### src/logic/long_pkg.sv
// shared widths and opcode constants for the rv32m back end
// execution unit and funct3 enumerations
// issue, commit and decode structs
package long_pkg;

    localparam int REG_ADDR_W  = 5;
    localparam int XLEN        = 32;
    localparam int COMMIT_ID_W = 2;
    localparam int NUM_SLOTS   = 4;                  // one slot per commit id
    localparam int DIV_CYCLES  = 32;                 // one quotient bit per cycle
    localparam int DIV_CNT_W   = $clog2(DIV_CYCLES);

    localparam logic [6:0] OPC_OP        = 7'b0110011; // r-type alu major opcode
    localparam logic [6:0] FUNCT7_MULDIV = 7'b0000001; // m extension marker

    typedef enum logic {
        EXU_MUL = 1'b0,
        EXU_DIV = 1'b1
    } exu_e;

    // funct3 encodings of rv32m
    typedef enum logic [2:0] {
        MUL    = 3'b000,
        MULH   = 3'b001,
        MULHSU = 3'b010,
        MULHU  = 3'b011,
        DIV    = 3'b100,
        DIVU   = 3'b101,
        REM    = 3'b110,
        REMU   = 3'b111
    } m_op_e;

    typedef struct packed {
        logic [COMMIT_ID_W-1:0] id;
        logic [REG_ADDR_W-1:0]  rd;
        m_op_e                  op;
        logic [XLEN-1:0]        a;   // rs1 value
        logic [XLEN-1:0]        b;   // rs2 value
    } long_issue_t;

    typedef struct packed {
        logic [COMMIT_ID_W-1:0] id;
        logic [REG_ADDR_W-1:0]  rd;
        logic [XLEN-1:0]        data;
    } long_commit_t;

    typedef struct packed {
        logic                  is_long;
        exu_e                  exu;
        m_op_e                 op;
        logic [REG_ADDR_W-1:0] rd;
        logic [REG_ADDR_W-1:0] rs1;
        logic [REG_ADDR_W-1:0] rs2;
        logic                  rd_we;
        logic                  rs1_re;
        logic                  rs2_re;
    } dec_info_t;

endpackage
### src/logic/long_exec_top.sv
// long instruction back end top level
// decoder, scoreboard, mul and div units, commit arbiter
`timescale 1ns/1ps

module long_exec_top (
    input  logic                      clk,
    input  logic                      rst_n,
    input  logic                      inst_valid_i,
    input  logic [31:0]               inst_i,
    input  logic [long_pkg::XLEN-1:0] rs1_data_i,
    input  logic [long_pkg::XLEN-1:0] rs2_data_i,
    output logic                      stall_o,
    output logic                      lock_o,
    output logic                      commit_valid_o,
    output long_pkg::long_commit_t    commit_o
);
    import long_pkg::*;

    dec_info_t              dec;
    logic                   issue;
    logic [COMMIT_ID_W-1:0] issue_id;
    long_issue_t            issue_req;
    logic                   mul_start;
    logic                   div_start;
    logic                   mul_done;
    logic                   div_done;
    logic                   div_busy;
    logic                   div_grant;
    long_commit_t           mul_res;
    long_commit_t           div_res;

    // work item, operands come straight from the ports
    assign issue_req = '{id: issue_id, rd: dec.rd, op: dec.op,
                         a: rs1_data_i, b: rs2_data_i};
    assign mul_start = issue && (dec.exu == EXU_MUL);
    assign div_start = issue && (dec.exu == EXU_DIV);

    long_op_decoder i_long_op_decoder (
        .inst_i (inst_i),
        .dec_o  (dec)
    );

    long_hazard_unit i_long_hazard_unit (
        .clk            (clk),
        .rst_n          (rst_n),
        .inst_valid_i   (inst_valid_i),
        .dec_i          (dec),
        .div_busy_i     (div_busy),
        .commit_valid_i (commit_valid_o),  // frees the slot on the same edge
        .commit_id_i    (commit_o.id),
        .stall_o        (stall_o),
        .issue_o        (issue),
        .issue_id_o     (issue_id),
        .lock_o         (lock_o)
    );

    mul_unit i_mul_unit (
        .clk     (clk),
        .rst_n   (rst_n),
        .start_i (mul_start),
        .req_i   (issue_req),
        .done_o  (mul_done),
        .res_o   (mul_res)
    );

    div_unit i_div_unit (
        .clk     (clk),
        .rst_n   (rst_n),
        .start_i (div_start),
        .req_i   (issue_req),
        .grant_i (div_grant),
        .busy_o  (div_busy),
        .done_o  (div_done),
        .res_o   (div_res)
    );

    commit_arbiter i_commit_arbiter (
        .clk            (clk),
        .rst_n          (rst_n),
        .mul_done_i     (mul_done),
        .mul_res_i      (mul_res),
        .div_done_i     (div_done),
        .div_res_i      (div_res),
        .div_grant_o    (div_grant),
        .commit_valid_o (commit_valid_o),
        .commit_o       (commit_o)
    );

endmodule

### src/logic/commit_arbiter.sv
// merges multiplier and divider results into one commit per cycle
// multiplier has priority, divider waits on grant
`timescale 1ns/1ps

module commit_arbiter (
    input  logic                   clk,
    input  logic                   rst_n,
    input  logic                   mul_done_i,
    input  long_pkg::long_commit_t mul_res_i,
    input  logic                   div_done_i,
    input  long_pkg::long_commit_t div_res_i,
    output logic                   div_grant_o,
    output logic                   commit_valid_o,
    output long_pkg::long_commit_t commit_o
);
    import long_pkg::*;

    logic         valid_q;
    long_commit_t commit_q;

    // mul pipe cannot stall, so it always wins a collision
    assign div_grant_o = div_done_i && !mul_done_i;

    always_ff @(posedge clk or negedge rst_n) begin
        if (!rst_n) begin
            valid_q <= 1'b0;
        end else begin
            valid_q <= mul_done_i || div_grant_o; // single cycle pulse
        end
    end

    always_ff @(posedge clk) begin
        if (mul_done_i) begin
            commit_q <= mul_res_i;
        end else if (div_grant_o) begin
            commit_q <= div_res_i;
        end
    end

    assign commit_valid_o = valid_q;
    assign commit_o       = commit_q;

    // an id retires once; divider hold must not repeat it
    a_one_commit_per_id: assert property (@(posedge clk) disable iff (!rst_n)
        commit_valid_o |=> !(commit_valid_o && (commit_o.id == $past(commit_o.id))))
        else $error("id %0d committed twice in a row", commit_o.id);

endmodule

### src/logic/div_unit.sv
// radix-2 restoring divider for div/divu/rem/remu
// magnitude core with sign fix-up, result held until granted
`timescale 1ns/1ps

module div_unit (
    input  logic                   clk,
    input  logic                   rst_n,
    input  logic                   start_i,
    input  long_pkg::long_issue_t  req_i,
    input  logic                   grant_i,
    output logic                   busy_o,
    output logic                   done_o,
    output long_pkg::long_commit_t res_o
);
    import long_pkg::*;

    typedef enum logic [1:0] {D_IDLE, D_RUN, D_DONE} div_st_e;

    typedef struct packed {
        logic [COMMIT_ID_W-1:0] id;
        logic [REG_ADDR_W-1:0]  rd;
        logic                   is_rem;
        logic                   div_zero;
        logic                   neg_q;
        logic                   neg_r;   // remainder follows dividend sign
    } div_ctx_t;

    div_st_e              st_q;
    logic [DIV_CNT_W-1:0] cnt_q;
    div_ctx_t             ctx_q;
    logic [XLEN-1:0]      quo_q;  // dividend shifts out, quotient shifts in
    logic [XLEN-1:0]      rem_q;
    logic [XLEN-1:0]      dvs_q;
    logic                 is_signed;
    logic                 a_neg;
    logic                 b_neg;
    logic [XLEN:0]        rem_sh;
    logic [XLEN:0]        diff;
    logic [XLEN-1:0]      q_fix;
    logic [XLEN-1:0]      r_fix;

    assign is_signed = (req_i.op == DIV) || (req_i.op == REM);
    assign a_neg     = is_signed && req_i.a[XLEN-1];
    assign b_neg     = is_signed && req_i.b[XLEN-1];

    assign rem_sh = {rem_q, quo_q[XLEN-1]};
    assign diff   = rem_sh - {1'b0, dvs_q};    // msb set means no subtract

    // /0 gives all ones; min/-1 falls out of the magnitude path as min, rem 0
    assign q_fix = ctx_q.div_zero ? '1 : (ctx_q.neg_q ? -quo_q : quo_q);
    assign r_fix = ctx_q.neg_r ? -rem_q : rem_q; // /0 gives back the dividend

    always_ff @(posedge clk or negedge rst_n) begin
        if (!rst_n) begin
            st_q  <= D_IDLE;
            cnt_q <= '0;
        end else begin
            case (st_q)
                D_IDLE: if (start_i) begin
                    st_q  <= D_RUN;
                    cnt_q <= '0;
                end
                D_RUN: begin
                    cnt_q <= cnt_q + 1'b1;
                    if (cnt_q == DIV_CNT_W'(DIV_CYCLES - 1)) begin
                        st_q <= D_DONE;
                    end
                end
                default: if (grant_i) st_q <= D_IDLE; // wait for the arbiter
            endcase
        end
    end

    always_ff @(posedge clk) begin
        if (st_q == D_IDLE && start_i) begin
            ctx_q <= '{id: req_i.id, rd: req_i.rd, is_rem: req_i.op[1],
                       div_zero: (req_i.b == '0), neg_q: a_neg ^ b_neg, neg_r: a_neg};
            quo_q <= a_neg ? -req_i.a : req_i.a;
            dvs_q <= b_neg ? -req_i.b : req_i.b;
            rem_q <= '0;
        end else if (st_q == D_RUN) begin
            rem_q <= diff[XLEN] ? rem_sh[XLEN-1:0] : diff[XLEN-1:0];
            quo_q <= {quo_q[XLEN-2:0], !diff[XLEN]};
        end
    end

    assign busy_o = (st_q != D_IDLE); // stays high through D_DONE
    assign done_o = (st_q == D_DONE);
    // quotient and remainder sit still in D_DONE
    assign res_o  = '{id: ctx_q.id, rd: ctx_q.rd, data: ctx_q.is_rem ? r_fix : q_fix};

    // scoreboard must hold off a second divide
    a_no_start_busy: assert property (@(posedge clk) disable iff (!rst_n)
        start_i |-> !busy_o)
        else $error("divide started while divider busy");

endmodule

### src/logic/mul_unit.sv
// three stage 32x32 multiplier for mul/mulh/mulhsu/mulhu
// id and rd ride along, one new op per cycle
`timescale 1ns/1ps

module mul_unit (
    input  logic                   clk,
    input  logic                   rst_n,
    input  logic                   start_i,
    input  long_pkg::long_issue_t  req_i,
    output logic                   done_o,
    output long_pkg::long_commit_t res_o
);
    import long_pkg::*;

    typedef struct packed {
        logic [COMMIT_ID_W-1:0] id;
        logic [REG_ADDR_W-1:0]  rd;
        logic                   hi;  // upper word wanted
        logic [XLEN:0]          a;   // 33 bit, sign or zero extended
        logic [XLEN:0]          b;
    } mul_s1_t;

    typedef struct packed {
        logic [COMMIT_ID_W-1:0] id;
        logic [REG_ADDR_W-1:0]  rd;
        logic                   hi;
        logic [2*XLEN-1:0]      prod;
    } mul_s2_t;

    logic [2:0]               vld_q;     // one valid bit per stage
    mul_s1_t                  s1_q;
    mul_s2_t                  s2_q;
    long_commit_t             s3_q;
    logic                     a_sgn;
    logic                     b_sgn;
    logic signed [2*XLEN+1:0] prod_full;

    assign a_sgn = (req_i.op == MULH) || (req_i.op == MULHSU);
    assign b_sgn = (req_i.op == MULH);  // mulhsu: rs2 unsigned

    // 33x33 signed covers every signedness mix
    assign prod_full = $signed(s1_q.a) * $signed(s1_q.b);

    always_ff @(posedge clk or negedge rst_n) begin
        if (!rst_n) begin
            vld_q <= '0;
        end else begin
            vld_q <= {vld_q[1:0], start_i}; // no back pressure, pipe always moves
        end
    end

    always_ff @(posedge clk) begin
        if (start_i) begin                  // stage 1: operand extension
            s1_q.id <= req_i.id;
            s1_q.rd <= req_i.rd;
            s1_q.hi <= (req_i.op != MUL);
            s1_q.a  <= {a_sgn & req_i.a[XLEN-1], req_i.a};
            s1_q.b  <= {b_sgn & req_i.b[XLEN-1], req_i.b};
        end
        if (vld_q[0]) begin                 // stage 2: full product
            s2_q.id   <= s1_q.id;
            s2_q.rd   <= s1_q.rd;
            s2_q.hi   <= s1_q.hi;
            s2_q.prod <= prod_full[2*XLEN-1:0];
        end
        if (vld_q[1]) begin                 // stage 3: word select
            s3_q.id   <= s2_q.id;
            s3_q.rd   <= s2_q.rd;
            s3_q.data <= s2_q.hi ? s2_q.prod[2*XLEN-1:XLEN] : s2_q.prod[XLEN-1:0];
        end
    end

    assign done_o = vld_q[2];
    assign res_o  = s3_q;

endmodule

### src/logic/long_hazard_unit.sv
// scoreboard for outstanding long instructions
// commit id allocation, raw/waw/full/div-busy stall, lock flag
`timescale 1ns/1ps

module long_hazard_unit (
    input  logic                             clk,
    input  logic                             rst_n,
    input  logic                             inst_valid_i,
    input  long_pkg::dec_info_t              dec_i,
    input  logic                             div_busy_i,
    input  logic                             commit_valid_i,
    input  logic [long_pkg::COMMIT_ID_W-1:0] commit_id_i,
    output logic                             stall_o,
    output logic                             issue_o,
    output logic [long_pkg::COMMIT_ID_W-1:0] issue_id_o,
    output logic                             lock_o
);
    import long_pkg::*;

    typedef struct packed {
        logic [REG_ADDR_W-1:0] rd;
        exu_e                  exu;
    } slot_t;

    logic [NUM_SLOTS-1:0] slot_vld_q;
    slot_t                slot_q [NUM_SLOTS];
    logic [NUM_SLOTS-1:0] live;      // valid and not retiring this cycle
    logic [NUM_SLOTS-1:0] raw_vec;
    logic [NUM_SLOTS-1:0] waw_vec;
    logic                 full;
    logic                 div_struct;
    logic                 req;

    // all slots compared in parallel
    always_comb begin
        for (int s = 0; s < NUM_SLOTS; s++) begin
            live[s] = slot_vld_q[s] &&
                      !(commit_valid_i && (commit_id_i == COMMIT_ID_W'(s)));
            raw_vec[s] = live[s] &&
                         ((dec_i.rs1_re && (dec_i.rs1 == slot_q[s].rd)) ||
                          (dec_i.rs2_re && (dec_i.rs2 == slot_q[s].rd)));
            // same unit keeps write order by itself, only cross-unit waw stalls
            waw_vec[s] = live[s] && dec_i.rd_we && (dec_i.rd == slot_q[s].rd) &&
                         (dec_i.exu != slot_q[s].exu);
        end
    end

    assign full       = &live;
    assign div_struct = div_busy_i && (dec_i.exu == EXU_DIV); // single divider
    assign req        = inst_valid_i && dec_i.is_long;

    assign stall_o = req && ((|raw_vec) || (|waw_vec) || full || div_struct);
    assign issue_o = req && !stall_o;

    // lowest free slot wins, scan from the top down
    always_comb begin
        issue_id_o = '0;
        for (int s = NUM_SLOTS - 1; s >= 0; s--) begin
            if (!live[s]) begin
                issue_id_o = COMMIT_ID_W'(s);
            end
        end
    end

    always_ff @(posedge clk or negedge rst_n) begin
        if (!rst_n) begin
            slot_vld_q <= '0;
        end else begin
            if (commit_valid_i) begin
                slot_vld_q[commit_id_i] <= 1'b0;
            end
            // set after clear, a slot can retire and refill on one edge
            if (issue_o) begin
                slot_vld_q[issue_id_o] <= 1'b1;
            end
        end
    end

    always_ff @(posedge clk) begin
        if (issue_o) begin
            slot_q[issue_id_o] <= '{rd: dec_i.rd, exu: dec_i.exu};
        end
    end

    assign lock_o = |slot_vld_q; // any long op still in flight

    // results only come back for ids handed out earlier
    a_commit_hits_valid: assert property (@(posedge clk) disable iff (!rst_n)
        commit_valid_i |-> slot_vld_q[commit_id_i])
        else $error("commit on empty slot %0d", commit_id_i);

    // a running divide always owns an entry
    a_div_busy_locked: assert property (@(posedge clk) disable iff (!rst_n)
        div_busy_i |-> lock_o)
        else $error("divider busy with no entry outstanding");

endmodule

### src/logic/long_op_decoder.sv
// rv32m instruction decoder
// picks out mul/div words and their register fields
`timescale 1ns/1ps

module long_op_decoder (
    input  logic [31:0]         inst_i,
    output long_pkg::dec_info_t dec_o
);
    import long_pkg::*;

    logic [6:0]            opcode;
    logic [6:0]            funct7;
    logic [2:0]            funct3;
    logic [REG_ADDR_W-1:0] rd;
    logic                  is_long;

    assign opcode = inst_i[6:0];
    assign funct3 = inst_i[14:12];
    assign funct7 = inst_i[31:25];
    assign rd     = inst_i[11:7];

    // only OP with funct7 0000001 goes to the long units
    assign is_long = (opcode == OPC_OP) && (funct7 == FUNCT7_MULDIV);

    always_comb begin
        dec_o         = '0;
        dec_o.is_long = is_long;
        dec_o.op      = m_op_e'(funct3);              // funct3 maps straight onto the op
        dec_o.exu     = funct3[2] ? EXU_DIV : EXU_MUL; // upper half is div/rem
        dec_o.rd      = rd;
        dec_o.rs1     = inst_i[19:15];
        dec_o.rs2     = inst_i[24:20];
        // x0 writes are dropped, no scoreboard write port needed
        dec_o.rd_we   = is_long && (rd != '0);
        // r-type, both sources always read
        dec_o.rs1_re  = is_long;
        dec_o.rs2_re  = is_long;
    end

endmodule

### config.mk
export PLATFORM = sky130hd
export DESIGN_NAME = long_exec_top
export DESIGN_NICKNAME = d
export VERILOG_FILES = /design/src/logic/long_pkg.sv /design/src/logic/long_exec_top.sv /design/src/logic/commit_arbiter.sv /design/src/logic/div_unit.sv /design/src/logic/mul_unit.sv /design/src/logic/long_hazard_unit.sv /design/src/logic/long_op_decoder.sv
export SDC_FILE = /design/constraint.sdc
export NUM_CORES = 2
export LEC_CHECK = 0
export BUFFER_PORTS_ARGS = -buffer_cell sky130_fd_sc_hd__buf_2
export CORE_MARGIN = 2
export CORE_UTILIZATION = 60
export CTS_BUF_LIST = sky130_fd_sc_hd__clkbuf_2 sky130_fd_sc_hd__clkbuf_4 sky130_fd_sc_hd__clkbuf_8
export CTS_CLUSTER_DIAMETER = 50
export CTS_CLUSTER_SIZE = 28
export DETAILED_ROUTE_END_ITERATION = 8
export HOLD_SLACK_MARGIN = 0.08
export PLACE_DENSITY_LB_ADDON = 0.12
export RECOVER_POWER = 50
export SYNTH_ARGS = -nofsm -noshare
export SYNTH_HDL_FRONTEND = slang
export SYNTH_HIERARCHICAL = 1
export SYNTH_SLANG_ARGS = --single-unit
### constraint.sdc
create_clock -name clk -period 13.9 [get_ports clk]
set_clock_uncertainty 0.15 [all_clocks]
set_input_delay 0 -clock clk [delete_from_list [all_inputs] [get_ports clk]]
set_output_delay 0 -clock clk [all_outputs]
set_load 0.02 [all_outputs]
==> impl_results.md <==
* Met1 Usage GRT at 46.1%
* WP data required at 14.12 ns
* CP Class: reg -> reg
* Layout Cells excl Fill at 7072
* Largest area contributor in the netlist: fa_1
* Setup_tns at 0 ns
* Clock latency on the worst-skew pair at 0.69 ns
* Met2 Use GR at 56.5%
* Max-slew violations at 292
* Static leakage at 27.7 nW
* Placement Rows at 113
* Synth top cells by count: 1146 x inv_1, 1126 x fa_1, 685 x nand2_1
* Routability congestion estimate at 0.942
* Layout cell share with drive strength beyond 1 at 4.38%
* Max-cap violations at 7
* Post-cts gate resize count at 0
* Count leader, synth: inv_1
* Worst Tran Pin Value at 3.38 ns
* Crit path DAT at 9.90 ns
* Core ar. at 94600 um^2
* Unique cell type count in the Yosys netlist at 97
* Starting Density at 60.3%
* Num CTS Buffers at 35
* Htree depth at 2
* Root buffer cell: clkbuf_8
* Ys flop type: edfxtp_1
* Total wire length at 164000 um
* Total GRT Usage at 34.6%
* First-pass GRT wire length at 256000 um
* Hold Fails Final Rpt at 0
* Area Growth Syn to Fin at 6.70%
* RSZ-0062 raised after global routing: false
* Drt drc at 0
* Longest Clk Path Bufs at 3
* Pwr/cell area at 35.8 nW/um^2
* Via density per instance at 5.79
* Multi-input logic area at 40700 um^2
* Initial antenna violation count at 10
* Clk slew on worst S/H paths at 0.15 ns
* CP Capture Type: register
* Die height at 312 um
* Synth top area cells: fa_1 40%, edfxtp_1 17%, inv_1 7.5%
* Rel. slew slack at -125%
* Max Clk Rate at 103 MHz
* Die ar. at 97500 um^2
* Ys async rst share at 4.05%
* Post-DRT Antenna Nets at 0
* Number of global-route vias before repair at 42.9k
* Cell count after synthesis at 5663
* DP HPWL at 123000 um
* Iter 0 DRT Violations at 3419
* Most crowded layer after global routing: met2
* TritonCTS sink count at 370
* Vias post-DR at 41.0k
* Outcome: finished, violations left
* Violated checks: max-capacitance violations, max-slew violations
* Hold Crit Class: in -> reg
* Pre-antenna DRT Iters at 5
* Net Count, Synth at 7138
* Yosys warning total at 6
* Post-synthesis sequential area ratio at 18.8%
* Tmin final at 9.68 ns
* Avg Cell Area, Syn at 10.1 um^2
* Met3 usage at 5.13%
* Wire length per cell at 23.2 um
* Final period util at 69.6%
* Top cell type's share of synthesized area at 39.5%
* Final Setup Violations at 0
* Filler instances at 7778
* Largest net degree at the start of global routing at 67
* Post-synthesis cell area at 57000 um^2
* Critical path peak fanout at 32
* CTS tree: built
* Kind of start point of the critical path: register
* Seq. cell area at 10700 um^2
* Placed Cells at 6853
* Worst VDD drop at 0.0509 mV
* Die width at 312 um
* Ports at 141
* Final nets at 7250
* #FFs+latches synth at 370
* Gr ovfl total at 0
* Port Buffers at 140
* Number of flops mapped to enable cells by yosys at 323
==> report_power, final <==
part           internal [W]  leakage [nW]  switching, W
Combinational     0.0000687          23.9     0.0000899
Sequential          0.00120          3.39    0.00000572
Clock              0.000330         0.438      0.000484
==> metal layers <==
layer  vias to the layer above  wire length [um]
met5                         -                 0
met4                         0              8860
met3                       484             12800
met2                      1905             78300
met1                     21000             64200
li1                      17600                 -
==> cells in the final DEF (no fill, tap or decap), drive strengths merged, types with 7 or more instances in the layout <==
master / n
a211oi: 8
a21o: 34
a21oi: 117
a22oi: 29
a31oi: 13
a32oi: 12
and2: 555
and3: 13
buf: 100
clkbuf: 156
clkinv: 7
dfrtp: 15
dfxtp: 32
dlygate4sd3: 150
edfxtp: 323
fa: 1126
ha: 250
inv: 1162
mux2: 72
nand2: 685
nand2b: 34
nand3: 73
nand4: 31
nor2: 77
nor2b: 40
nor3: 36
nor4: 26
o21a: 10
o21ai: 134
o21bai: 14
o311ai: 9
o31ai: 35
o41ai: 17
or2: 7
or3: 24
or4: 21
xnor2: 159
xor2: 128
==> layout make-up <==
type	count	area share (%)
Inverter	1147	7.08
Multi-Input combinational cell	3852	66.9
Tap cell	1265	2.60
Sequential cell	370	17.6
Clock buffer	37	0.827
Clock inverter	26	0.629
Antenna cell	6	0.0247
Timing Repair Buffer	369	4.32
==> cell families (layout without fill, tap and decap cells) <==
| kind of cell | Yosys count | in the layout | synth area share (%) |
|---|---|---|---|
| buffers and inverters | 1441 | 1579 | 9.83 |
| and+or+nand+nor | 1639 | 1639 | 14.6 |
| AOI/OAI and AO/OA | 474 | 474 | 5.56 |
| xor gates and xnor gates | 287 | 287 | 4.41 |
| muxes | 76 | 76 | 1.74 |
| DFF | 370 | 370 | 18.8 |
| adders and majority gates | 1376 | 1376 | 45.0 |
| other | 0 | 6 | 0 |
==> registers in the layout, indices dropped and copies added (netlist names), 24 cells and up <==
signal                     cells
i_div_unit/quo_q              32
i_commit_arbiter/commit_o     39
i_mul_unit/s2_q               72
i_div_unit/rem_q              32
i_mul_unit/s1_q               74
i_div_unit/dvs_q              32
i_long_hazard_unit/slot_q     24
i_mul_unit/res_o              39
==> worst max-delay path: stages, from the launching register on <==
cell	delay [ns]
edfxtp_1	1.03
nand2_1	0.22
inv_1	0.19
fa_1	0.49
fa_1	0.56
fa_1	0.86
inv_1	0.22
fa_1	1.06
fa_1	0.53
inv_1	0.09
fa_1	0.41
fa_1	0.51
inv_1	0.05
fa_1	0.47
inv_1	0.04
ha_1	0.43
nand4_1	0.21
nor2_1	0.38
a311oi_1	0.15
a31oi_1	0.29
o31ai_1	0.14
a21oi_2	0.24
a211oi_2	0.14
o31ai_1	0.24
a21oi_1	0.12
xnor2_1	0.13
==> per-stage QoR <==
step	instance area [um^2]	hold slack [ns]	util, %	setup slack [ns]	total power (W)
2_1_floorplan	57000	-0.446	-	5.81	0.00130
3_3_place_gp	58600	-0.184	62.0	4.43	0.00135
3_5_place_dp	58600	-0.187	62.0	4.30	0.00135
4_1_cts	61000	0.0836	64.5	4.20	0.00219
5_1_grt	60800	0.157	64.3	3.58	0.00224
6_report	60800	0.143	64.3	4.22	0.00218
==> path summary, 6_finish.rpt <==
check	from	endpoint	slack, ns	cells after the start
worst max register to register	i_mul_unit/s1_q[65]	i_mul_unit/s2_q[63]	4.22	25
worst min register to register	i_mul_unit/s2_q[67]	i_mul_unit/res_o[34]	0.26	0
worst min-delay path	inst_i[20]	i_long_hazard_unit/slot_vld_q[1]	0.14	6
max in group asynchronous	rst_n	i_mul_unit/vld_q[2]	12.66	3
worst max-delay path	i_mul_unit/s1_q[65]	i_mul_unit/s2_q[63]	4.22	25
min in group asynchronous	rst_n	i_long_hazard_unit/slot_vld_q[2]	0.35	3
==> what timing repair did <==
| item | 4_1_cts | 5_1_grt |
|---|---|---|
| hold buffers | 150 | 0 |
| buffers inserted | 0 | 0 |
| endpoints found under the hold margin | 216 | 0 |
(Power assumes the default switching activity.)
